File: config.mk
export PLATFORM = sky130hd
export DESIGN_NAME = rtp_packetizer
export DESIGN_NICKNAME = d
export VERILOG_FILES = /design/src/design/rtp_pkg.sv /design/src/design/rtp_packetizer.sv
export VERILOG_INCLUDE_DIRS = /design/src /design/src/design
export SDC_FILE = /design/constraint.sdc
export NUM_CORES = 1
export LEC_CHECK = 0
export BUFFER_PORTS_ARGS = -buffer_cell sky130_fd_sc_hd__buf_2
export CORE_UTILIZATION = 50
export CTS_BUF_LIST = sky130_fd_sc_hd__clkbuf_4 sky130_fd_sc_hd__clkbuf_8 sky130_fd_sc_hd__clkbuf_16
export DETAILED_ROUTE_END_ITERATION = 8
export PLACE_DENSITY = 0.73
export SLEW_MARGIN = 20
export SYNTH_ARGS = -nofsm -noshare
export SYNTH_HDL_FRONTEND = slang
export SYNTH_SLANG_ARGS = --single-unit
File: constraint.sdc
create_clock -name aclk -period 5.8 [get_ports aclk]
set_clock_uncertainty 0.2 [all_clocks]
set_input_delay 0.58 -clock aclk [delete_from_list [all_inputs] [get_ports aclk]]
set_output_delay 0.58 -clock aclk [all_outputs]
set_load 0.02 [all_outputs]
File: src/design/rtp_macros.svh
`ifndef RTP_MACROS_SVH
`define RTP_MACROS_SVH

// stream geometry
`define RTP_DATA_W          64
`define RTP_KEEP_W          8

// camera channels, tdest selects one of them
`define RTP_NUM_CH          4
`define RTP_CH_W            2

// frame geometry, kept small for simulation
`define RTP_LINES_PER_FRAME 4
`define RTP_LINE_BYTES      64

// rtp field values
`define RTP_PAYLOAD_TYPE    96
`define RTP_VERSION         2
// 90 kHz clock at 30 frames per second
`define RTP_TS_STEP         3000
`define RTP_SSRC_BASE       32'h5A5A0000

`endif

File: src/design/rtp_pkg.sv
`include "rtp_macros.svh"

package rtp_pkg;

  // ****************************************
  // rtp fixed header, 12 bytes
  // ****************************************
  typedef struct packed {
    logic [1:0]  version;
    logic        padding;
    logic        extension;
    logic [3:0]  csrc_count;
    logic        marker;
    logic [6:0]  payload_type;
    logic [15:0] seq_num;
    logic [31:0] timestamp;
    logic [31:0] ssrc;
  } rtp_header_t;

  // ****************************************
  // payload header, 8 bytes, one line per packet
  // ****************************************
  typedef struct packed {
    logic [15:0] ext_seq_num;
    logic [15:0] length;
    logic        field_id;
    logic [14:0] line_num;
    logic        cont;
    logic [14:0] offset;
  } rtp_pd_header_t;

  // one axi-stream beat
  typedef struct packed {
    logic [`RTP_DATA_W-1:0] data;
    logic [`RTP_KEEP_W-1:0] keep;
    logic                   last;
  } axis_beat_t;

  // packetizer states, one per header beat
  typedef enum logic [2:0] {
    IDLE,
    HDR_RTP,
    HDR_SSRC,
    HDR_LINE,
    PAYLOAD
  } pkt_state_t;

endpackage

File: src/design/rtp_packetizer.sv
`timescale 1ns/1ps
`include "rtp_macros.svh"

module rtp_packetizer #(
  parameter logic [31:0] ch_ssrc = `RTP_SSRC_BASE
) (
  input  logic                aclk,
  input  logic                aresetn,
  input  rtp_pkg::axis_beat_t in_beat,
  input  logic                in_valid,
  output logic                in_ready,
  output rtp_pkg::axis_beat_t out_beat,
  output logic                out_valid,
  input  logic                out_ready
);

  import rtp_pkg::*;

  // at least one bit even for a one-line frame
  localparam int LINE_W = ($clog2(`RTP_LINES_PER_FRAME) > 0) ?
                          $clog2(`RTP_LINES_PER_FRAME) : 1;
  localparam logic [LINE_W-1:0] LAST_LINE = LINE_W'(`RTP_LINES_PER_FRAME - 1);

  pkt_state_t     state_q;
  pkt_state_t     state_d;

  rtp_header_t    rtp_hdr;
  rtp_pd_header_t pd_hdr;

  // per-channel counters
  logic [15:0]       seq_num;
  logic [15:0]       ext_seq_num;
  logic [LINE_W-1:0] line_cnt;
  logic [31:0]       timestamp;
  logic              last_line;

  // one-beat payload register
  axis_beat_t pay_beat;
  logic       pay_valid;
  // set once the line's last beat has been taken in
  logic       last_taken;
  logic       in_xfer;
  logic       pkt_done;

  // ****************************************
  // header fields
  // ****************************************
  assign last_line = (line_cnt == LAST_LINE);

  always_comb begin
    rtp_hdr.version      = 2'(`RTP_VERSION);
    rtp_hdr.padding      = 1'b0;
    rtp_hdr.extension    = 1'b0;
    rtp_hdr.csrc_count   = 4'h0;
    // marker flags the last line of a progressive frame
    rtp_hdr.marker       = last_line;
    rtp_hdr.payload_type = 7'(`RTP_PAYLOAD_TYPE);
    rtp_hdr.seq_num      = seq_num;
    rtp_hdr.timestamp    = timestamp;
    rtp_hdr.ssrc         = ch_ssrc;

    pd_hdr.ext_seq_num   = ext_seq_num;
    pd_hdr.length        = 16'(`RTP_LINE_BYTES);
    // progressive scan, single line per packet
    pd_hdr.field_id      = 1'b0;
    pd_hdr.line_num      = 15'(line_cnt);
    pd_hdr.cont          = 1'b0;
    pd_hdr.offset        = 15'h0;
  end

  // ****************************************
  // state machine
  // ****************************************
  assign in_xfer  = in_valid && in_ready;
  assign pkt_done = (state_q == PAYLOAD) && pay_valid && out_ready && pay_beat.last;

  always_comb begin
    state_d = state_q;
    case (state_q)
      IDLE: begin
        if (in_valid) begin
          state_d = HDR_RTP;
        end
      end
      HDR_RTP: begin
        if (out_ready) begin
          state_d = HDR_SSRC;
        end
      end
      HDR_SSRC: begin
        if (out_ready) begin
          state_d = HDR_LINE;
        end
      end
      HDR_LINE: begin
        if (out_ready) begin
          state_d = PAYLOAD;
        end
      end
      PAYLOAD: begin
        if (pkt_done) begin
          state_d = IDLE;
        end
      end
      default: begin
        state_d = IDLE;
      end
    endcase
  end

  always_ff @(posedge aclk) begin
    if (!aresetn) begin
      state_q <= IDLE;
    end else begin
      state_q <= state_d;
    end
  end

  // ****************************************
  // payload path
  // ****************************************
  // input stalls during header beats and after the last beat is in
  assign in_ready = (state_q == PAYLOAD) && !last_taken && (!pay_valid || out_ready);

  always_ff @(posedge aclk) begin
    if (!aresetn) begin
      pay_valid  <= 1'b0;
      last_taken <= 1'b0;
    end else begin
      if (in_xfer) begin
        pay_valid <= 1'b1;
      end else if (out_ready) begin
        pay_valid <= 1'b0;
      end
      if (pkt_done) begin
        last_taken <= 1'b0;
      end else if (in_xfer && in_beat.last) begin
        last_taken <= 1'b1;
      end
    end
  end

  always_ff @(posedge aclk) begin
    if (in_xfer) begin
      pay_beat <= in_beat;
    end
  end

  // output mux, header beats come straight from the state
  always_comb begin
    out_beat  = pay_beat;
    out_valid = 1'b0;
    case (state_q)
      HDR_RTP: begin
        out_beat.data = rtp_hdr[95:32];
        out_beat.keep = 8'hFF;
        out_beat.last = 1'b0;
        out_valid     = 1'b1;
      end
      HDR_SSRC: begin
        // ssrc, then the first half of the payload header
        out_beat.data = {rtp_hdr.ssrc, pd_hdr.ext_seq_num, pd_hdr.length};
        out_beat.keep = 8'hFF;
        out_beat.last = 1'b0;
        out_valid     = 1'b1;
      end
      HDR_LINE: begin
        // line and offset words fill the upper 4 bytes only
        out_beat.data = {pd_hdr[31:0], 32'h0};
        out_beat.keep = 8'hF0;
        out_beat.last = 1'b0;
        out_valid     = 1'b1;
      end
      PAYLOAD: begin
        out_valid = pay_valid;
      end
      default: begin
        out_valid = 1'b0;
      end
    endcase
  end

  // ****************************************
  // counters, advanced as a packet leaves
  // ****************************************
  always_ff @(posedge aclk) begin
    if (!aresetn) begin
      seq_num     <= '0;
      ext_seq_num <= '0;
      line_cnt    <= '0;
      timestamp   <= '0;
    end else if (pkt_done) begin
      seq_num <= seq_num + 16'd1;
      // high half moves on when the low half wraps
      if (seq_num == 16'hFFFF) begin
        ext_seq_num <= ext_seq_num + 16'd1;
      end
      if (last_line) begin
        line_cnt  <= '0;
        // next frame gets a new timestamp
        timestamp <= timestamp + 32'(`RTP_TS_STEP);
      end else begin
        line_cnt <= line_cnt + 1'b1;
      end
    end
  end

endmodule

---- Word level (Yosys, flattened, before mapping) ----
Cells that the tools add are included.
word-level totals
  flip-flop bits (word level) ............. 144
  input port bits ......................... 77
  output and inout bits ................... 75
  logic and storage cells ................. 54
cells by class
  $add $sub $neg .......................... 4
  equal/unequal tests ..................... 11
  muxes and demuxes ....................... 11
  bitwise logic cells ..................... 1
  reduce and logical (&&, ||, !) cells .... 17
operator list
  cell                                             count
  one-hot mux 73 bit (3 select lines)              1
  adder 16 x 1 -> 16 bit (second input constant)   2
  adder 32 x 12 -> 32 bit (second input constant)  1
  == test 16 bit (second input constant)           1
  2-to-1 mux 3 bit                                 5
  one-hot mux 3 bit (5 select lines)               1
  != test 2 bit (second input constant)            5
  logical AND 1 bit                                7
  == test 3 x 2 -> 1 bit (second input constant)   2
  AND reduction 5 bit                              1
  AND reduction 2 bit                              2
  == test 3 x 1 -> 1 bit (second input constant)   1
  == test 3 bit (second input constant)            1
  zero test 3 bit                                  1
  OR reduction 3 bit                               1
  adder 2 x 1 -> 2 bit (second input constant)     1
  == test 2 bit (second input constant)            1
  zero test 1 bit                                  2
  2-to-1 mux 1 bit                                 2
  2-to-1 mux 2 bit                                 1
  one-hot mux 1 bit (2 select lines)               1
  nonzero test 2 bit                               1
  OR reduction 2 bit                               1
  logical OR 1 bit                                 1
  NOT 1 bit                                        1

---- Depth between registers and ports, before layout ----
  depth in word-level cells ............... 6
  mapped depth ............................ 7
  depth with buffers taken out ............ 7

---- Least setup slack after synthesis ----
Ideal clock, no wire load.
  path type ............................... flip-flop to flip-flop
  start ................................... register state_q[1]
  end ..................................... register last_taken
  setup time .............................. 82 ps
  arrival ................................. 3764 ps
  required time ........................... 5518 ps
  slack ................................... 1754 ps
  cell stages (with the launch flop) ...... 7
  buffers on the path ..................... 1
  clock period less this slack ............ 4046 ps
  cell sequence ........................... dfxtp_1 -> clkbuf_1 -> or3b_2 -> nor3_1 -> and2_1 -> a21oi_1 -> nor3_1
between the ends
  cells in the longest elaborated chain, start to end .. 5
  elaborated cells between the ends (all ways) .. 9
  those cells by class .................... eq/ne (1); reduce/logical (8)
RTL lines
  element                         RTL line               RTL
  start, declared                 rtp_packetizer.sv:24   pkt_state_t state_q;
  start signal, assigned          rtp_packetizer.sv:115  state_q <= state_d;
  == test 3 bit                   rtp_packetizer.sv:123  assign in_ready = (state_q == PAYLOAD) && !last_taken && (!pay_valid || out_ready);
  logical AND 1 bit (2 in a row)  rtp_packetizer.sv:123
  named net in_ready              rtp_packetizer.sv:11   output logic in_ready,
  logical AND 1 bit               rtp_packetizer.sv:74   assign in_xfer = in_valid && in_ready;
  named net in_xfer               rtp_packetizer.sv:42   logic in_xfer;
  logical AND 1 bit               rtp_packetizer.sv:137  end else if (in_xfer && in_beat.last) begin
  end signal, assigned            rtp_packetizer.sv:128  last_taken <= 1'b0;
  end signal, assigned            rtp_packetizer.sv:136  last_taken <= 1'b0;
  end signal, assigned            rtp_packetizer.sv:138  last_taken <= 1'b1;
  end, declared                   rtp_packetizer.sv:41   logic last_taken;
The timed path passes the listed nets, and every way through them passes these cells.
A chain may end at the register's enable or synchronous reset.

==> results.rst <==
.. list-table::
   :header-rows: 1

   * - Metric
     - Value
   * - Result of the run
     - finished, final reports clean
   * - Clock network latency to the later pin of the worst-skew pair
     - 0.42 ns
   * - Net count after synthesis
     - between 600 and 700
   * - Routability Congestion
     - 0.7771
   * - Overall routed net length
     - roughly 14 mm
   * - CTS buffer count
     - 17
   * - Number of placement rows
     - 40
   * - Post-layout net count
     - 803
   * - Period utilization
     - about three fifths
   * - Number of search-and-repair iterations in the first detailed-routing pass
     - 5
   * - Average footprint of a synthesized cell
     - 10.55 µm²
   * - Via total after detailed routing
     - 4987
   * - Dominant synthesized flop cell
     - edfxtp_1
   * - PnR worst setup slack
     - 2.234 ns
   * - Clock slew seen by the registers of the worst setup and hold paths
     - 0.06 ns
   * - Buffers inserted by post-CTS timing repair
     - 0
   * - Sequential share of the synthesized area
     - between 50 and 60%
   * - Max Root-Sink Buffers
     - 2
   * - Remaining global-route overflow
     - 0
   * - Post-synthesis instance area
     - 6175 µm²
   * - Mean number of vias per cell
     - approximately 5.7
   * - Final HPWL DP
     - 9.741 mm
   * - Worst slew margin relative to its limit
     - 33.61%
   * - Wire length of the first global-routing pass
     - about 23 mm
   * - Detailed router's first-iteration violation count
     - 320
   * - Leak Pwr
     - 2.869 nW
   * - Antenna violations before repair
     - 0
   * - Complex-gate fraction of the synthesized area
     - 13.31%
   * - Crit path DAT
     - 2.79 ns
   * - Longest individual stage delay on the worst path
     - 0.72 ns
   * - Pin count of the biggest net entering global routing
     - 76
   * - Share of cells above drive strength 1
     - 26.26%
   * - Die Area
     - 12800 µm²
   * - TNS Setup
     - 0 ns
   * - Actual slew at the worst max-slew pin
     - 0.9959 ns
   * - Post-detailed-route count of antenna-violating nets
     - 0
   * - Synth cell types
     - 46
   * - Number of hold-repair buffers added at the cts stage
     - 0
   * - Register bit total from synthesis
     - between 100 and 150
   * - Number of filler cells placed in the layout
     - 970
   * - Area delta synth->final
     - 24.46%
   * - Deepest level of the CTS H-tree
     - 4
   * - Overall die height
     - roughly 110 µm
   * - Dominant combinational cell family by area after synthesis
     - simple AND/OR/NAND/NOR gates
   * - Post-cts resize count
     - 0
   * - Number of buffers added on ports
     - 151
   * - # DRC
     - 0
   * - Crit path capture type
     - primary output
   * - Cells along the critical path
     - nor2b_1, nor2b_4, a22o_1, buf_2
   * - Root Driver
     - clkbuf_16
   * - TritonCTS clock tree
     - done
   * - Wirelength per Cell
     - 16.23 µm
   * - Power per unit of standard cell area
     - roughly 330 nW/µm²
   * - Number of maximum-capacitance constraint violations
     - 0
   * - Global-route usage over all layers
     - 23.25%
   * - Floorplan die width
     - 113.1 µm
   * - WS Path Type
     - reg -> out
   * - Arithmetic-cell share of the synthesized area counting full adders, half adders and majority gates
     - less than 1%
   * - Required time worst endpoint
     - 5.02 ns
   * - Ports
     - 152
   * - Antenna diode instance count
     - 0
   * - Timing-limited maximum frequency
     - 280.4 MHz
   * - Post-Place Setup Slack
     - 2.290 ns
   * - Final setup violation count
     - 0
   * - Synthesis warning total
     - 0
   * - Core Area
     - between 10000 and 15000 µm²
   * - Initial core utilization
     - 51.41%
   * - Peak VDD IR
     - between 0.15 and 0.2 mV
   * - Largest fanout of any net on the critical path
     - 31
   * - Via count of the first global-routing pass
     - around 4700
   * - Time the final worst path needs with I/O delays and setup
     - 3.566 ns
   * - Hold Fails Final Rpt
     - 0
   * - Number of slew-limit violations in the final report
     - 0
   * - Setup repair after global routing missed its margin
     - false
   * - Crit start category
     - flop
   * - TritonCTS sink count
     - 141
   * - Synthesized instance count
     - a little under 600
   * - Mux contribution to synthesized area
     - less than 1%
   * - Simple-gate portion of the synthesized area
     - 19.47%
   * - Proportion of synthesized flip-flops having asynchronous set or reset
     - 0%
   * - Xor and xnor fraction of the mapped netlist area
     - 5.957%
   * - Number of enable-type register cells in the synthesized netlist
     - 73
   * - Critical path's slowest cell
     - nor2b_4
   * - Worst hold path class
     - in -> reg
-- placed cells by master (no fill, tap or decap), drive strengths merged, types with 9 or more instances in the layout --
cell / Yosys / layout
buf: 3 / 152
edfxtp: 73 / 73
nor2: 69 / 69
dfxtp: 68 / 68
nand2: 46 / 46
o21ai: 31 / 31
a22o: 29 / 29
a21oi: 25 / 25
xor2: 22 / 22
xnor2: 20 / 20
clkbuf: 31 / 20
a22oi: 16 / 16
nand4: 15 / 15
nand3: 14 / 14
nor3: 14 / 14
and2: 13 / 13
or3: 10 / 10
inv: 10 / 9
-- worst paths after layout --
kind / from / end / cells past startpoint / slack (ns)
setup reg to reg: state_q[2] / pay_beat[52] / 3 / 2.76
hold reg to reg: line_cnt[1] / line_cnt[1] / 2 / 0.29
setup / recovery: state_q[2] / out_beat[12] / 4 / 2.23
hold / removal: in_beat[38] / pay_beat[38] / 1 / 0.13
-- sequential cells by signal, summed over array words and instances (netlist names) --
register     flops
timestamp       29
ext_seq_num     16
last_taken       1
pay_valid        1
seq_num         16
state_q          3
pay_beat        73
line_cnt         2
-- metrics by stage --
stage | hold slack, ns | std cells | utilization, % | power, mW | area [µm²]
finish | 0.1272 | 882 | 63.98 | 2.520 | 7685
global route | 0.1152 | 882 | 63.98 | 2.592 | 7685
CTS | 0.1177 | 882 | 63.88 | 2.531 | 7672
detailed placement | 0.2808 | 850 | 58.25 | 1.307 | 6997
global placement | 0.2669 | 850 | 58.25 | 1.302 | 6997
floorplan | 0.2516 | 585 | - | 1.225 | 6175
-- critical path, delay by kind of cell, from the launching register on --
kind            cells  cell delay, ns
simple gates        2            1.40
flops               1            0.54
compound gates      1            0.24
buf+inv             1            0.17
-- report_power, final --
group	internal [mW]	switching (mW)	total [mW]	leakage (nW)
Combinational	0.0829	0.147	0.230	1.34
Clock	0.829	0.404	1.23	0.321
Sequential	1.05	0.00571	1.06	1.20
-- cell usage after synthesis (3+ instances only) --
cell / number / share of area, %
nor4_1: 5 / 0.51
dfxtp_1: 68 / 22
or4_1: 8 / 0.97
o21ai_0: 30 / 2.4
inv_1: 10 / 0.61
nor3_1: 13 / 1.1
a21oi_1: 25 / 2.0
o21a_1: 8 / 0.97
nor2_1: 69 / 4.2
nand2b_1: 7 / 0.71
nand4b_1: 3 / 0.43
o31ai_1: 7 / 0.85
ha_1: 4 / 0.81
a22o_1: 29 / 4.1
and2_1: 13 / 1.3
nand4_1: 15 / 1.5
or3_1: 10 / 1.0
clkbuf_1: 31 / 1.9
nand2_1: 46 / 2.8
edfxtp_1: 73 / 36
and3_1: 5 / 0.51
xor2_1: 22 / 3.1
nand3_1: 14 / 1.1
xnor2_1: 20 / 2.8
a22oi_1: 16 / 1.9
and4_1: 5 / 0.71
nor2b_1: 7 / 0.71
-- layout make-up --
class                           count  area [µm²]  share of cell area, %
Clock buffer                       20       460.4                  5.992
Clock inverter                     12       215.2                  2.800
Inverter                           10       37.54                 0.4884
Multi-Input combinational cell    400        2471                  32.16
Sequential cell                   141        3553                  46.24
Tap cell                          147       183.9                  2.393
Timing Repair Buffer              152       763.2                  9.932
-- layer usage --
layer  up-vias  GRT usage [%]  share of wire [%]
li1       2405              -                  -
met1      2402          29.25                 43
met2       153          38.32                 50
met3        27          5.624                5.1
met4         0          10.00                2.4
met5         -              0                  0
-- logic make-up (layout without fill, tap and decap cells) --
kind of cell             count (synthesis)  after routing
flip-flops                             141            141
adder cells (fa/ha/maj)                  4              4
multiplexers                             1              1
AND/OR/NAND/NOR                        230            230
buffers and inverters                   44            194
AO/OA/AOI/OAI                          123            123
XOR/XNOR                                42             42
Note: power is estimated with default switching activity, not from simulation.
