`src/design/rtp_macros.svh`:
```
`ifndef RTP_MACROS_SVH
`define RTP_MACROS_SVH

// stream geometry
`define RTP_DATA_W          64
`define RTP_KEEP_W          8

// camera channels, tdest selects one of them
`define RTP_NUM_CH          4
`define RTP_CH_W            2

// frame geometry, kept small for simulation
`define RTP_LINES_PER_FRAME 4
`define RTP_LINE_BYTES      64

// rtp field values
`define RTP_PAYLOAD_TYPE    96
`define RTP_VERSION         2
// 90 kHz clock at 30 frames per second
`define RTP_TS_STEP         3000
`define RTP_SSRC_BASE       32'h5A5A0000

`endif

```
`src/design/rtp_pkg.sv`:
```
`include "rtp_macros.svh"

package rtp_pkg;

  // ****************************************
  // rtp fixed header, 12 bytes
  // ****************************************
  typedef struct packed {
    logic [1:0]  version;
    logic        padding;
    logic        extension;
    logic [3:0]  csrc_count;
    logic        marker;
    logic [6:0]  payload_type;
    logic [15:0] seq_num;
    logic [31:0] timestamp;
    logic [31:0] ssrc;
  } rtp_header_t;

  // ****************************************
  // payload header, 8 bytes, one line per packet
  // ****************************************
  typedef struct packed {
    logic [15:0] ext_seq_num;
    logic [15:0] length;
    logic        field_id;
    logic [14:0] line_num;
    logic        cont;
    logic [14:0] offset;
  } rtp_pd_header_t;

  // one axi-stream beat
  typedef struct packed {
    logic [`RTP_DATA_W-1:0] data;
    logic [`RTP_KEEP_W-1:0] keep;
    logic                   last;
  } axis_beat_t;

  // packetizer states, one per header beat
  typedef enum logic [2:0] {
    IDLE,
    HDR_RTP,
    HDR_SSRC,
    HDR_LINE,
    PAYLOAD
  } pkt_state_t;

endpackage

```
`src/design/rtp_stream_demux.sv`:
```
`timescale 1ns/1ps
`include "rtp_macros.svh"

module rtp_stream_demux (
  input  logic                      aclk,
  input  logic                      aresetn,
  input  rtp_pkg::axis_beat_t       s_beat,
  input  logic [`RTP_CH_W-1:0]      s_dest,
  input  logic                      s_valid,
  output logic                      s_ready,
  output rtp_pkg::axis_beat_t       ch_beat [`RTP_NUM_CH],
  output logic [`RTP_NUM_CH-1:0]    ch_valid,
  input  logic [`RTP_NUM_CH-1:0]    ch_ready
);

  logic                 locked;
  logic [`RTP_CH_W-1:0] sel_q;
  logic [`RTP_CH_W-1:0] sel;
  logic                 xfer;

  // tdest counts only on the first beat, later beats follow the lock
  assign sel  = locked ? sel_q : s_dest;
  assign xfer = s_valid && s_ready;

  // ready comes back from whichever packetizer is selected
  assign s_ready = ch_ready[sel];

  always_comb begin
    for (int i = 0; i < `RTP_NUM_CH; i++) begin
      ch_beat[i]  = s_beat;
      ch_valid[i] = s_valid && (sel == i);
    end
  end

  // lock on the first transferred beat, release on the transferred last
  always_ff @(posedge aclk) begin
    if (!aresetn) begin
      locked <= 1'b0;
      sel_q  <= '0;
    end else if (xfer) begin
      locked <= !s_beat.last;
      sel_q  <= sel;
    end
  end

endmodule

```
`config.mk`:
```
export PLATFORM = sky130hd
export DESIGN_NAME = rtp_stream_demux
export DESIGN_NICKNAME = d
export VERILOG_FILES = /design/src/design/rtp_pkg.sv /design/src/design/rtp_stream_demux.sv
export VERILOG_INCLUDE_DIRS = /design/src /design/src/design
export SDC_FILE = /design/constraint.sdc
export NUM_CORES = 1
export LEC_CHECK = 0
export BUFFER_PORTS_ARGS = -buffer_cell sky130_fd_sc_hd__buf_4
export CAP_MARGIN = 20
export CORE_AREA = 5 5 142 144
export CTS_BUF_LIST = sky130_fd_sc_hd__clkbuf_8 sky130_fd_sc_hd__clkbuf_16
export CTS_CLUSTER_SIZE = 12
export DETAILED_ROUTE_END_ITERATION = 10
export DIE_AREA = 0 0 147 149
export PLACE_DENSITY = 0.48
export SLEW_MARGIN = 20
export SYNTH_ARGS = -nofsm -noshare
export SYNTH_HDL_FRONTEND = slang
export SYNTH_SLANG_ARGS = --single-unit
```
`constraint.sdc`:
```
create_clock -name aclk -period 1.65 [get_ports aclk]
set_input_delay 0.165 -clock aclk [delete_from_list [all_inputs] [get_ports aclk]]
set_output_delay 0.165 -clock aclk [all_outputs]
set_load 0.01 [all_outputs]
```
* Word-level counts from Yosys, hierarchy flattened
Index checks and enable logic that the tools add are counted.
** Storage, ports and cells
- Input port bits :: 82
- Output and inout bits :: 297
- Flip-flop bits (word level) :: 3
- Logic and storage cells :: 16
** Operators by class
- Magnitude comparators :: 1
- Multiplexer cells :: 3
- Reduce and logical (&&, ||, !) cells :: 7
- Equality and inequality tests :: 3
** Operators with widths (number)
- $logic_and 1x1->1 :: 5
- $eq 2x2->1 const B :: 2
- $lt 2x3->1 const B :: 1
- $bmux 1 s2 :: 1
- $eq 2x1->1 const B :: 1
- $logic_not 2->1 :: 1
- $mux 2 :: 1
- $logic_not 1->1 :: 1
- $mux 1 :: 1

* Longest topological paths before layout
Gate-level depths: netlist of the first run.
- Depth after elaboration :: 4
- Mapped depth :: 4
- Gate-level depth less buffers :: 4

* Worst setup path after synthesis of the first run
Ideal clock, no wire load.
- Path kind :: reg2reg
- From :: reg locked
- To :: reg locked
- Stages on the path, launching flop included :: 5
- Arrival :: 1.456 ns
- Period minus slack after synthesis :: 1.528 ns
- Slack :: 0.122 ns
- Cells stage by stage :: dfxtp_1 mux2_4 mux4_2 nand2_2 mux2i_1
** On the way
- Cells in the longest elaborated chain, start to end :: 4
** Ends and longest elaborated chain
- start: declaration :: line rtp_stream_demux.sv:16 : logic locked;
- start signal: assignment :: line rtp_stream_demux.sv:41 : locked <= !s_beat.last;
- $mux 2 :: line rtp_stream_demux.sv:22 : assign sel = locked ? sel_q : s_dest;
- $bmux 1 s2 :: line rtp_stream_demux.sv:26 : assign s_ready = ch_ready[sel];
- $mux 1 (implied by the code) :: line rtp_stream_demux.sv:26
- named net s_ready :: line rtp_stream_demux.sv:10 : output logic s_ready,
- $logic_and 1x1->1 :: line rtp_stream_demux.sv:23 : assign xfer = s_valid && s_ready;
The timed path passes the listed nets, and every way through them passes these cells. The select of a mux whose other input is x is not followed.
A chain may end at the register's enable or synchronous reset.

* Worst setup path in the final report of the first run
- From :: reg locked
- To :: out s_ready
** On the way
- Cells in the longest elaborated chain, start to end :: 3
** Ends and longest elaborated chain (line)
- $mux 2 :: rtp_stream_demux.sv:22
- $bmux 1 s2 :: rtp_stream_demux.sv:26
- $mux 1 (implied by the code) :: rtp_stream_demux.sv:26
- end: declaration :: rtp_stream_demux.sv:10
No other way between the ends. The select of a mux whose other input is x is not followed.

==> results of run 1 <==
-- cell usage after synthesis --
cell / n
sky130_fd_sc_hd__buf_4: 292
sky130_fd_sc_hd__nand2b_1: 1
sky130_fd_sc_hd__nor2_1: 5
sky130_fd_sc_hd__mux2i_1: 4
sky130_fd_sc_hd__mux2_2: 2
sky130_fd_sc_hd__inv_1: 1
sky130_fd_sc_hd__dfxtp_1: 3
sky130_fd_sc_hd__mux2_4: 1
sky130_fd_sc_hd__nand2_2: 1
sky130_fd_sc_hd__or2_2: 1
sky130_fd_sc_hd__nand2_1: 4
sky130_fd_sc_hd__a21oi_1: 1
sky130_fd_sc_hd__o221ai_1: 1
sky130_fd_sc_hd__mux4_2: 1
-- routing by layer --
layer	vias to the layer above	track usage
li1	143	-
met1	152	0.01699
met2	134	0.03411
met3	82	0.04527
met4	0	0.06011
met5	-	0
-- worst min-delay path by stage --
stage	slack, ps	depth (start not counted)	to	start
final	240	3	locked	aresetn
after global routing	240	3	locked	aresetn
after CTS	230	3	locked	aresetn
after detailed placement	330	0	ch_beat[113]	s_beat[40]
after global placement	330	0	ch_beat[113]	s_beat[40]
after floorplan	300	2	sel_q[0]	aresetn
-- state kept, by name, summed over array words and instances (netlist names) --
signal  flops
locked      1
sel_q       2
-- worst max-delay path, cell delays in order, from the launching register on --
cell and delay, ps:
sky130_fd_sc_hd__dfxtp_4 340, sky130_fd_sc_hd__mux2_4 320, sky130_fd_sc_hd__mux4_2 450, sky130_fd_sc_hd__buf_6 150
-- final cells by class --
type | instances | share of cell area
multi-input combinational | 22 | 0.2235
inverter | 1 | 0.004894
sequential | 3 | 0.08320
clock inverter | 1 | 0.004894
tap | 234 | 0.3817
antenna | 1 | 0.003263
clock buffer | 3 | 0.09788
timing repair buffer | 20 | 0.2007
-- power breakdown --
part | total, uW | internal (uW) | switching (uW)
sequential | 81.4 | 77.4 | 4.00
combinational | 117 | 64.3 | 52.4
clock | 385 | 313 | 71.8
total | 583 | 455 | 128
-- stage by stage --
step	total power, uW	TNS (ps)
2_1_floorplan	858.0	0
3_3_place_gp	194.6	0
3_5_place_dp	193.8	0
4_1_cts	594.3	-21.95
5_1_grt	610.7	-44.71
6_report	582.8	-6.015
-- cell usage in the layout, fill, tap and decap left out, drive strengths merged --
master,instances
dfxtp,3
mux2,3
or2,1
clkbuf,3
diode,1
a21oi,1
mux2i,4
o221ai,1
buf,20
nand2b,1
nor2,5
nand2,5
mux4,1
inv,2
-- timing repair --
item | in CTS | in global routing
setup buffers | 2 | 0
cloned | 0 | 0
resized for setup | 3 | 2
setup endpoints to repair | 3 | 3
-- logic make-up (layout without fill, tap and decap cells) --
family                 after synthesis  count (layout)  synth area share
muxes                                8               8           0.04132
AOI/OAI and AO/OA                    2               2          0.005680
other                                0               1                 0
DFF                                  3               3           0.02479
and+or+nand+nor                     12              12           0.02170
buffers and inverters              293              25            0.9065
==> flow_summary.json, run 1 <==
{
  "finalNonFillerCells": 285,
  "synthesis.yosys.warnings": 0,
  "pre_cts_ws_ps": 87.40,
  "vias_per_cell": 1.793,
  "placed_cells_incl_taps": 278,
  "timing.final.crit_share": 1.004,
  "grt_first_pass_wirelength_um": 4919,
  "cts_tree": "done",
  "tritoncts.num_buffers": 3,
  "route.detailed.drc": 0,
  "worstSetupEndpoint": "s_ready",
  "slew-limit-headroom": 0.8184,
  "finalCoreUtilization": 0.04128,
  "maximum_number_of_pins_on_one_net_before_global_route_repair": 7,
  "max_cap_violations": 0,
  "maxClockFrequency_mhz": 603.9,
  "routed_wirelength_um": 3931,
  "average_size_of_a_mapped_cell_um2": 7.617,
  "failed_checks": "negative setup slack",
  "layout.nets": 133,
  "worst-path-max-fanout": 4,
  "num-fill-cells": 2167,
  "power_density_mw_per_mm2": 759.9,
  "seq_area_um2": 63.81,
  "vdd_ir_drop_max_uv": 142.1,
  "syn2layout_area_growth_pct": -68.34,
  "ff2ff_setup_slack_ps": 50,
  "dr.max_layer_used": "met4",
  "port_buffers": 18,
  "rr_startpoint": "locked",
  "clkSlewWorstSetupHoldPaths_ps": 30,
  "share_of_final_layout_standard_cells_stronger_than_drive_strength_1": 0.6400,
  "timing.critical_path.from": "locked",
  "synth_top_cell_by_area": "sky130_fd_sc_hd__buf_4",
  "worst-slew-pin-transition_ps": 264.8,
  "synth.top_cell.area_share": 0.9050,
  "syn_area_mm2": 0.002422,
  "fp-row-count": 50,
  "die_width_um": 147,
  "run_status": "complete, but fails checks",
  "finalSetupViolCount": 1,
  "remaining_number_of_nets_flagged_by_the_antenna_check_after_routing": 0,
  "wl_per_cell_um": 13.79,
  "clock_latency_ps": 230,
  "design.core.area_mm2": 0.01858,
  "critPathArrivalTime_ps": 1490,
  "area_of_the_multi_input_gates_um2": 171.4,
  "whs_ps": 235.5,
  "post_synth_num_cell_types": 14,
  "netlist_instances": 318,
  "holdCritPathClass": "input port to flop",
  "crit_path_kind": "flop to primary output",
  "finalCriticalPeriod_ps": 1656,
  "dieArea_mm2": 0.02190,
  "overflow": 0,
  "report.final.hold_viol_count": 0,
  "clk_path_buf_depth": 2,
  "post_cts_hold_buffer_count": 0,
  "setup.worst_path.end_class": "primary output",
  "synth.top_cells.by_area": "sky130_fd_sc_hd__buf_4 90%, sky130_fd_sc_hd__dfxtp_1 2.5%, sky130_fd_sc_hd__mux2i_1 1.7%, sky130_fd_sc_hd__mux2_2 0.93%, sky130_fd_sc_hd__mux4_2 0.93%",
  "total_via_count_after_detailed_routing": 511,
  "pin_count": 379,
  "cts_sinks": 3,
  "floorplan.initialDensity": 0.1304,
  "fin_area_um2": 767.0,
  "required_ps": 1480,
  "met2WireLength_um": 1313,
  "antenna_found_initial": 0,
  "h_tree_depth": 1,
  "postSynthRegisterBits": 3,
  "clock_tree.root_cell": "sky130_fd_sc_hd__clkbuf_16",
  "gp_congestion": 0.5944,
  "detailedRoute.firstIterationViolations": 23,
  "maxSlewViolCount": 0,
  "drt-met1-wl_um": 778,
  "setup.worst_path.start_class": "flop",
  "drtPass1Iterations": 3,
  "first_global_vias": 622,
  "die_h_um": 149,
  "grt_setup_unrepaired": "true",
  "detailed_place.area_um2": 658.1,
  "timing.rr.end": "sel_q[1]",
  "groute.usage.overall": 0.03308,
  "total_leakage_power_uw": 0.0002426,
  "dp_hpwl_um": 3310,
  "final_clock_skew_ps": 1.235,
  "met3_wirelength_um": 1143,
  "setup_ws_ps": -6.015,
  "worst_r2r_path_depth": 5,
  "synthesis.nets": 400,
  "synth_seq_area_share": 0.02479
}
(Power assumes the default switching activity.)
==> inputs of run 2 (changes only) <==
--- a/config.mk
+++ b/config.mk
@@ -8,12 +8,12 @@
 export LEC_CHECK = 0
 export BUFFER_PORTS_ARGS = -buffer_cell sky130_fd_sc_hd__buf_4
 export CAP_MARGIN = 20
-export CORE_AREA = 5 5 142 144
+export CORE_AREA = 5 5 146 148
 export CTS_BUF_LIST = sky130_fd_sc_hd__clkbuf_8 sky130_fd_sc_hd__clkbuf_16
 export CTS_CLUSTER_SIZE = 12
 export DETAILED_ROUTE_END_ITERATION = 10
-export DIE_AREA = 0 0 147 149
-export PLACE_DENSITY = 0.48
+export DIE_AREA = 0 0 151 153
+export PLACE_DENSITY = 0.47
 export SLEW_MARGIN = 20
 export SYNTH_ARGS = -nofsm -noshare
 export SYNTH_HDL_FRONTEND = slang
==> constraint.sdc (replaced) <==
create_clock -name aclk -period 1.4 [get_ports aclk]
set_input_delay 0.14 -clock aclk [delete_from_list [all_inputs] [get_ports aclk]]
set_output_delay 0.14 -clock aclk [all_outputs]
set_load 0.01 [all_outputs]
==> flow_summary.json, run 2 (same netlist as run 1, synthesis figures left out) <==
{
  "drtPass1Iterations": 3,
  "holdCritPathClass": "input port to flop",
  "port_buffers": 18,
  "maximum_number_of_pins_on_one_net_before_global_route_repair": 6,
  "num-fill-cells": 2398,
  "report.final.hold_viol_count": 0,
  "finalSetupViolCount": 8,
  "final_common_cell": "sky130_fd_sc_hd__buf_4",
  "grt_setup_unrepaired": "true",
  "maxClockFrequency_mhz": 617.3,
  "remaining_number_of_nets_flagged_by_the_antenna_check_after_routing": 0,
  "layout.nets": 139,
  "pin_count": 379,
  "share_of_final_layout_standard_cells_stronger_than_drive_strength_1": 0.7143,
  "die_h_um": 153,
  "wl_per_cell_um": 11.75,
  "layout_common_cells": "22 x sky130_fd_sc_hd__buf_4, 4 x sky130_fd_sc_hd__mux2i_1, 4 x sky130_fd_sc_hd__buf_6",
  "dp_hpwl_um": 3188,
  "failed_checks": "negative setup slack",
  "run_status": "complete, but fails checks",
  "clkSlewWorstSetupHoldPaths_ps": 30,
  "setup.worst_path.end_class": "primary output",
  "timing.critical_path.cells": "mux2_4, mux4_2, buf_6",
  "p_sw_frac": 0.2149,
  "seq_area_um2": 61.31,
  "p_switching_uw": 153.9,
  "vdd_ir_drop_max_uv": 233.9,
  "syn2layout_area_growth_pct": -63.33,
  "power_density_mw_per_mm2": 805.8,
  "timing.final.crit_share": 1.157,
  "largestRegisters": "sel_q: 2 flops, locked: 1 flops",
  "setup_ws_ps": -219.9,
  "gp_congestion": 0.6351,
  "comb_power_share": 0.245,
  "crit_path_max_incr_delay_ps": 450,
  "route.detailed.drc": 0,
  "clock_latency_ps": 220,
  "die_width_um": 151,
  "total_via_count_after_detailed_routing": 510,
  "cell_int_power_uw": 561.9,
  "worst_r2r_path_depth": 5,
  "floorplan.initialDensity": 0.1217,
  "antenna_found_initial": 0,
  "ff2ff_setup_slack_ps": -160,
  "clk_path_buf_depth": 2,
  "critPathArrivalTime_ps": 1480,
  "h_tree_depth": 1,
  "diodes": 0,
  "finalNonFillerCells": 326,
  "worst-path-max-fanout": 3,
  "clock_tree.root_cell": "sky130_fd_sc_hd__clkbuf_16",
  "overflow": 0,
  "crit_path_kind": "flop to primary output",
  "design.core.area_mm2": 0.01991,
  "maxSlewViolCount": 0,
  "first_global_vias": 658,
  "groute.usage.overall": 0.03173,
  "required_ps": 1260,
  "finalCriticalPeriod_ps": 1620,
  "area_of_the_multi_input_gates_um2": 196.4,
  "pre_cts_ws_ps": -72.43,
  "cts_sinks": 3,
  "max_cap_violations": 0,
  "min_path_cells": 3,
  "flip_flop_count_of_the_largest_register_after_layout": 2,
  "rr_startpoint": "locked",
  "min_from": "aresetn",
  "setup.worst_path.start_class": "flop",
  "cts_tree": "done",
  "timing.rr.end": "locked",
  "routed_wirelength_um": 3832,
  "slew-limit-headroom": 0.8791,
  "timing.hold.worst_endpoint": "sel_q[1]",
  "total_leakage_power_uw": 0.0002894,
  "critical-path-slowest-cell": "sky130_fd_sc_hd__mux4_2",
  "final_clock_skew_ps": 1.649,
  "p_seq_frac": 0.136,
  "max_flop_register": "sel_q",
  "tritoncts.num_buffers": 3,
  "power.clock.fraction": 0.620,
  "detailedRoute.firstIterationViolations": 6,
  "placed_cells_incl_taps": 317,
  "fin_tns_setup_ps": -1150,
  "fp-row-count": 52,
  "vias_per_cell": 1.564,
  "dieArea_mm2": 0.02310,
  "grt_first_pass_wirelength_um": 4905,
  "worst-slew-pin-transition_ps": 176.3
}
## run 2: critical path: cells and delay by family, from the launching register on
kind,cells,cell delay (ps)
DFF,1,340
muxes,2,770
buffers and inverters,1,150
## run 2: stage by stage
step	hold slack, ps	power, uW	cell area, um2	util
after floorplan	274.8	1012	2424	-
after global placement	280.2	236.8	726.9	0.03651
after detailed placement	280.2	236.6	726.9	0.03651
after CTS	208.9	727.6	885.9	0.04449
after global routing	214.9	748.8	888.4	0.04462
final	209.3	715.8	888.4	0.04462
## run 2: power groups by stage
stage               clock, uW  combinational (uW)  sequential (uW)
detailed placement          0                 139             97.7
global route              460                 191             97.7
floorplan                   0                 914             97.5
CTS                       451                 180             96.4
finish                    444                 175             97.1
global placement            0                 139             97.7
## run 2: layout make-up
cell class              count  share of cell area
inverters                   1            0.004225
flip-flops and latches      3             0.06901
clock buffers               3             0.08451
repair buffers             26              0.2366
clock inverters             1            0.004225
multi-input cells          22              0.2211
well taps                 270              0.3803
## run 2: metal layers
layer | track usage | part of all wire | wire (um)
met1 | 0.01716 | 0.19 | 745
met2 | 0.02850 | 0.30 | 1166
met3 | 0.03879 | 0.28 | 1058
met4 | 0.06952 | 0.22 | 862
met5 | 0 | 0 | 0
## run 2: repair_timing
item | 4_1_cts | 5_1_grt
hold buffers | 0 | 0
gates resized for setup | 11 | 1
endpoints found under the setup margin | 7 | 8
endpoints found under the hold margin | 0 | 0
setup buffers | 5 | 0
pin swaps | 2 | 0
## run 2: worst max path at each step
stage                     startpoint  cells after the start       to  slack, ps
after global routing          locked                      3  s_ready       -270
after floorplan               locked                      4   locked        -80
final                         locked                      3  s_ready       -220
after CTS                     locked                      3  s_ready       -220
after detailed placement      locked                      4   locked        -70
after global placement        locked                      4   locked        -40
==> inputs of run 3 (changes only) <==
--- a/config.mk
+++ b/config.mk
@@ -8,12 +8,14 @@
 export LEC_CHECK = 0
 export BUFFER_PORTS_ARGS = -buffer_cell sky130_fd_sc_hd__buf_4
 export CAP_MARGIN = 20
-export CORE_AREA = 5 5 146 148
+export CELL_PAD_IN_SITES_DETAIL_PLACEMENT = 0
+export CELL_PAD_IN_SITES_GLOBAL_PLACEMENT = 1
+export CORE_AREA = 5 5 145 147
 export CTS_BUF_LIST = sky130_fd_sc_hd__clkbuf_8 sky130_fd_sc_hd__clkbuf_16
 export CTS_CLUSTER_SIZE = 12
 export DETAILED_ROUTE_END_ITERATION = 10
-export DIE_AREA = 0 0 151 153
-export PLACE_DENSITY = 0.47
+export DIE_AREA = 0 0 150 152
+export PLACE_DENSITY = 0.7
 export SLEW_MARGIN = 20
 export SYNTH_ARGS = -nofsm -noshare
 export SYNTH_HDL_FRONTEND = slang
==> flow_summary.json, run 3 (same netlist as run 1, synthesis figures left out) <==
{
  "wl_per_cell_um": 12.20,
  "num-fill-cells": 2376,
  "syn2layout_area_growth_pct": -62.35,
  "area_of_the_multi_input_gates_um2": 207.7,
  "critPathArrivalTime_ps": 1500,
  "timing.final.crit_share": 1.169,
  "die_width_um": 150,
  "remaining_number_of_nets_flagged_by_the_antenna_check_after_routing": 0,
  "overflow": 0,
  "die_h_um": 152,
  "final_common_cell": "sky130_fd_sc_hd__buf_4",
  "required_ps": 1260,
  "finalSetupViolCount": 8,
  "failed_checks": "negative setup slack",
  "run_status": "complete, but fails checks",
  "flip_flop_count_of_the_largest_register_after_layout": 2,
  "detailed_place.area_um2": 749.5,
  "share_of_final_layout_standard_cells_stronger_than_drive_strength_1": 0.7500,
  "total_via_count_after_detailed_routing": 548,
  "pin_count": 379,
  "worst-slew-pin-transition_ps": 358.1,
  "largestRegisters": "sel_q: 2 flops, locked: 1 flops",
  "power_density_mw_per_mm2": 789.4,
  "clkSlewWorstSetupHoldPaths_ps": 30,
  "maximum_number_of_pins_on_one_net_before_global_route_repair": 6,
  "port_buffers": 18,
  "gp_congestion": 0.6286,
  "grt_first_pass_wirelength_um": 5195,
  "slew-limit-headroom": 0.7544,
  "h_tree_depth": 1,
  "fin_area_um2": 912.1,
  "grt_setup_unrepaired": "true",
  "placed_cells_incl_taps": 320,
  "final_clock_skew_ps": 0.2805,
  "finalCriticalPeriod_ps": 1636,
  "design.core.area_mm2": 0.01978,
  "routed_wirelength_um": 3990,
  "clock_tree.root_cell": "sky130_fd_sc_hd__clkbuf_16",
  "max_cap_violations": 0,
  "finalNonFillerCells": 327,
  "worst-path-max-fanout": 4,
  "crit_path_kind": "flop to primary output",
  "route.detailed.drc": 0,
  "antenna_found_initial": 2,
  "floorplan.initialDensity": 0.1225,
  "maxClockFrequency_mhz": 611.2,
  "report.final.hold_viol_count": 0,
  "whs_ps": 194.9,
  "tritoncts.num_buffers": 3,
  "vdd_ir_drop_max_uv": 202.8,
  "cts_sinks": 3,
  "drtPass1Iterations": 2,
  "first_global_vias": 689,
  "cts_tree": "done",
  "fp-row-count": 52,
  "clk_path_buf_depth": 2,
  "vias_per_cell": 1.676,
  "layout.nets": 139,
  "dieArea_mm2": 0.02280,
  "setup.worst_path.start_class": "flop",
  "setup.worst_path.end_class": "primary output",
  "groute.usage.overall": 0.03332,
  "holdCritPathClass": "input port to flop",
  "dp_hpwl_um": 3313,
  "pre_cts_ws_ps": -102.6,
  "seq_area_um2": 63.81,
  "clock_latency_ps": 220,
  "max_flop_register": "sel_q",
  "total_leakage_power_uw": 0.0002896,
  "setup_ws_ps": -236.2,
  "maxSlewViolCount": 0,
  "layout_common_cells": "20 x sky130_fd_sc_hd__buf_4, 6 x sky130_fd_sc_hd__buf_6, 4 x sky130_fd_sc_hd__mux2i_1, 3 x sky130_fd_sc_hd__nand2_1, 3 x sky130_fd_sc_hd__clkbuf_16",
  "finalCoreUtilization": 0.04612,
  "detailedRoute.firstIterationViolations": 18
}
==> run 3: changes by cell type in the layout (fill, tap and decap cells not counted), sizes merged <==
cell and delta:
diode +1
==> run 3: worst paths after layout <==
check        depth (start not counted)  slack (ps)      from  endpoint
max                                  3        -240    locked   s_ready
min                                  3         190   aresetn  sel_q[0]
max reg2reg                          5        -180    locked  sel_q[1]
min reg2reg                          2         490  sel_q[1]  sel_q[1]
==> run 3: final cells by class <==
type                    count  area share
diodes                      1    0.002743
inverters                   1    0.004115
clock buffers               3     0.08230
flip-flops and latches      3     0.06996
repair buffers             26      0.2387
multi-input cells          22      0.2277
clock inverters             1    0.004115
well taps                 270      0.3704
==> run 3: where the power goes <==
part | internal [uW] | total [uW] | switching [uW]
combinational | 103 | 179 | 75.2
clock | 368 | 445 | 77.1
sequential | 91.3 | 96.2 | 4.91
==> run 3: worst max-delay path, cell delays in order, from the launching register on <==
cell and delay, ps:
sky130_fd_sc_hd__dfxtp_4 350, sky130_fd_sc_hd__mux2_4 320, sky130_fd_sc_hd__mux4_2 460, sky130_fd_sc_hd__buf_6 140
==> run 3: repair_timing <==
item                       4_1_cts  5_1_grt
setup endpoints to repair        8        8
resized for setup                9        9
pin swaps                        0        3
hold buffers                     0        0
buffers inserted                 1        1
==> run 3: routing by layer <==
| metal | share of wire | track usage | up-vias |
|---|---|---|---|
| li1 | - | - | 151 |
| met1 | 0.18 | 0.01746 | 179 |
| met2 | 0.28 | 0.02403 | 136 |
| met3 | 0.36 | 0.05839 | 82 |
| met4 | 0.18 | 0.06057 | 0 |
| met5 | 0 | 0 | - |
==> run 3: metrics by stage <==
stage               total power, uW  TNS, ps
floorplan                      1012   -149.4
global placement              241.2   -242.9
detailed placement            241.8   -360.6
CTS                           712.5    -1168
global route                  749.6    -1499
finish                        720.0    -1097
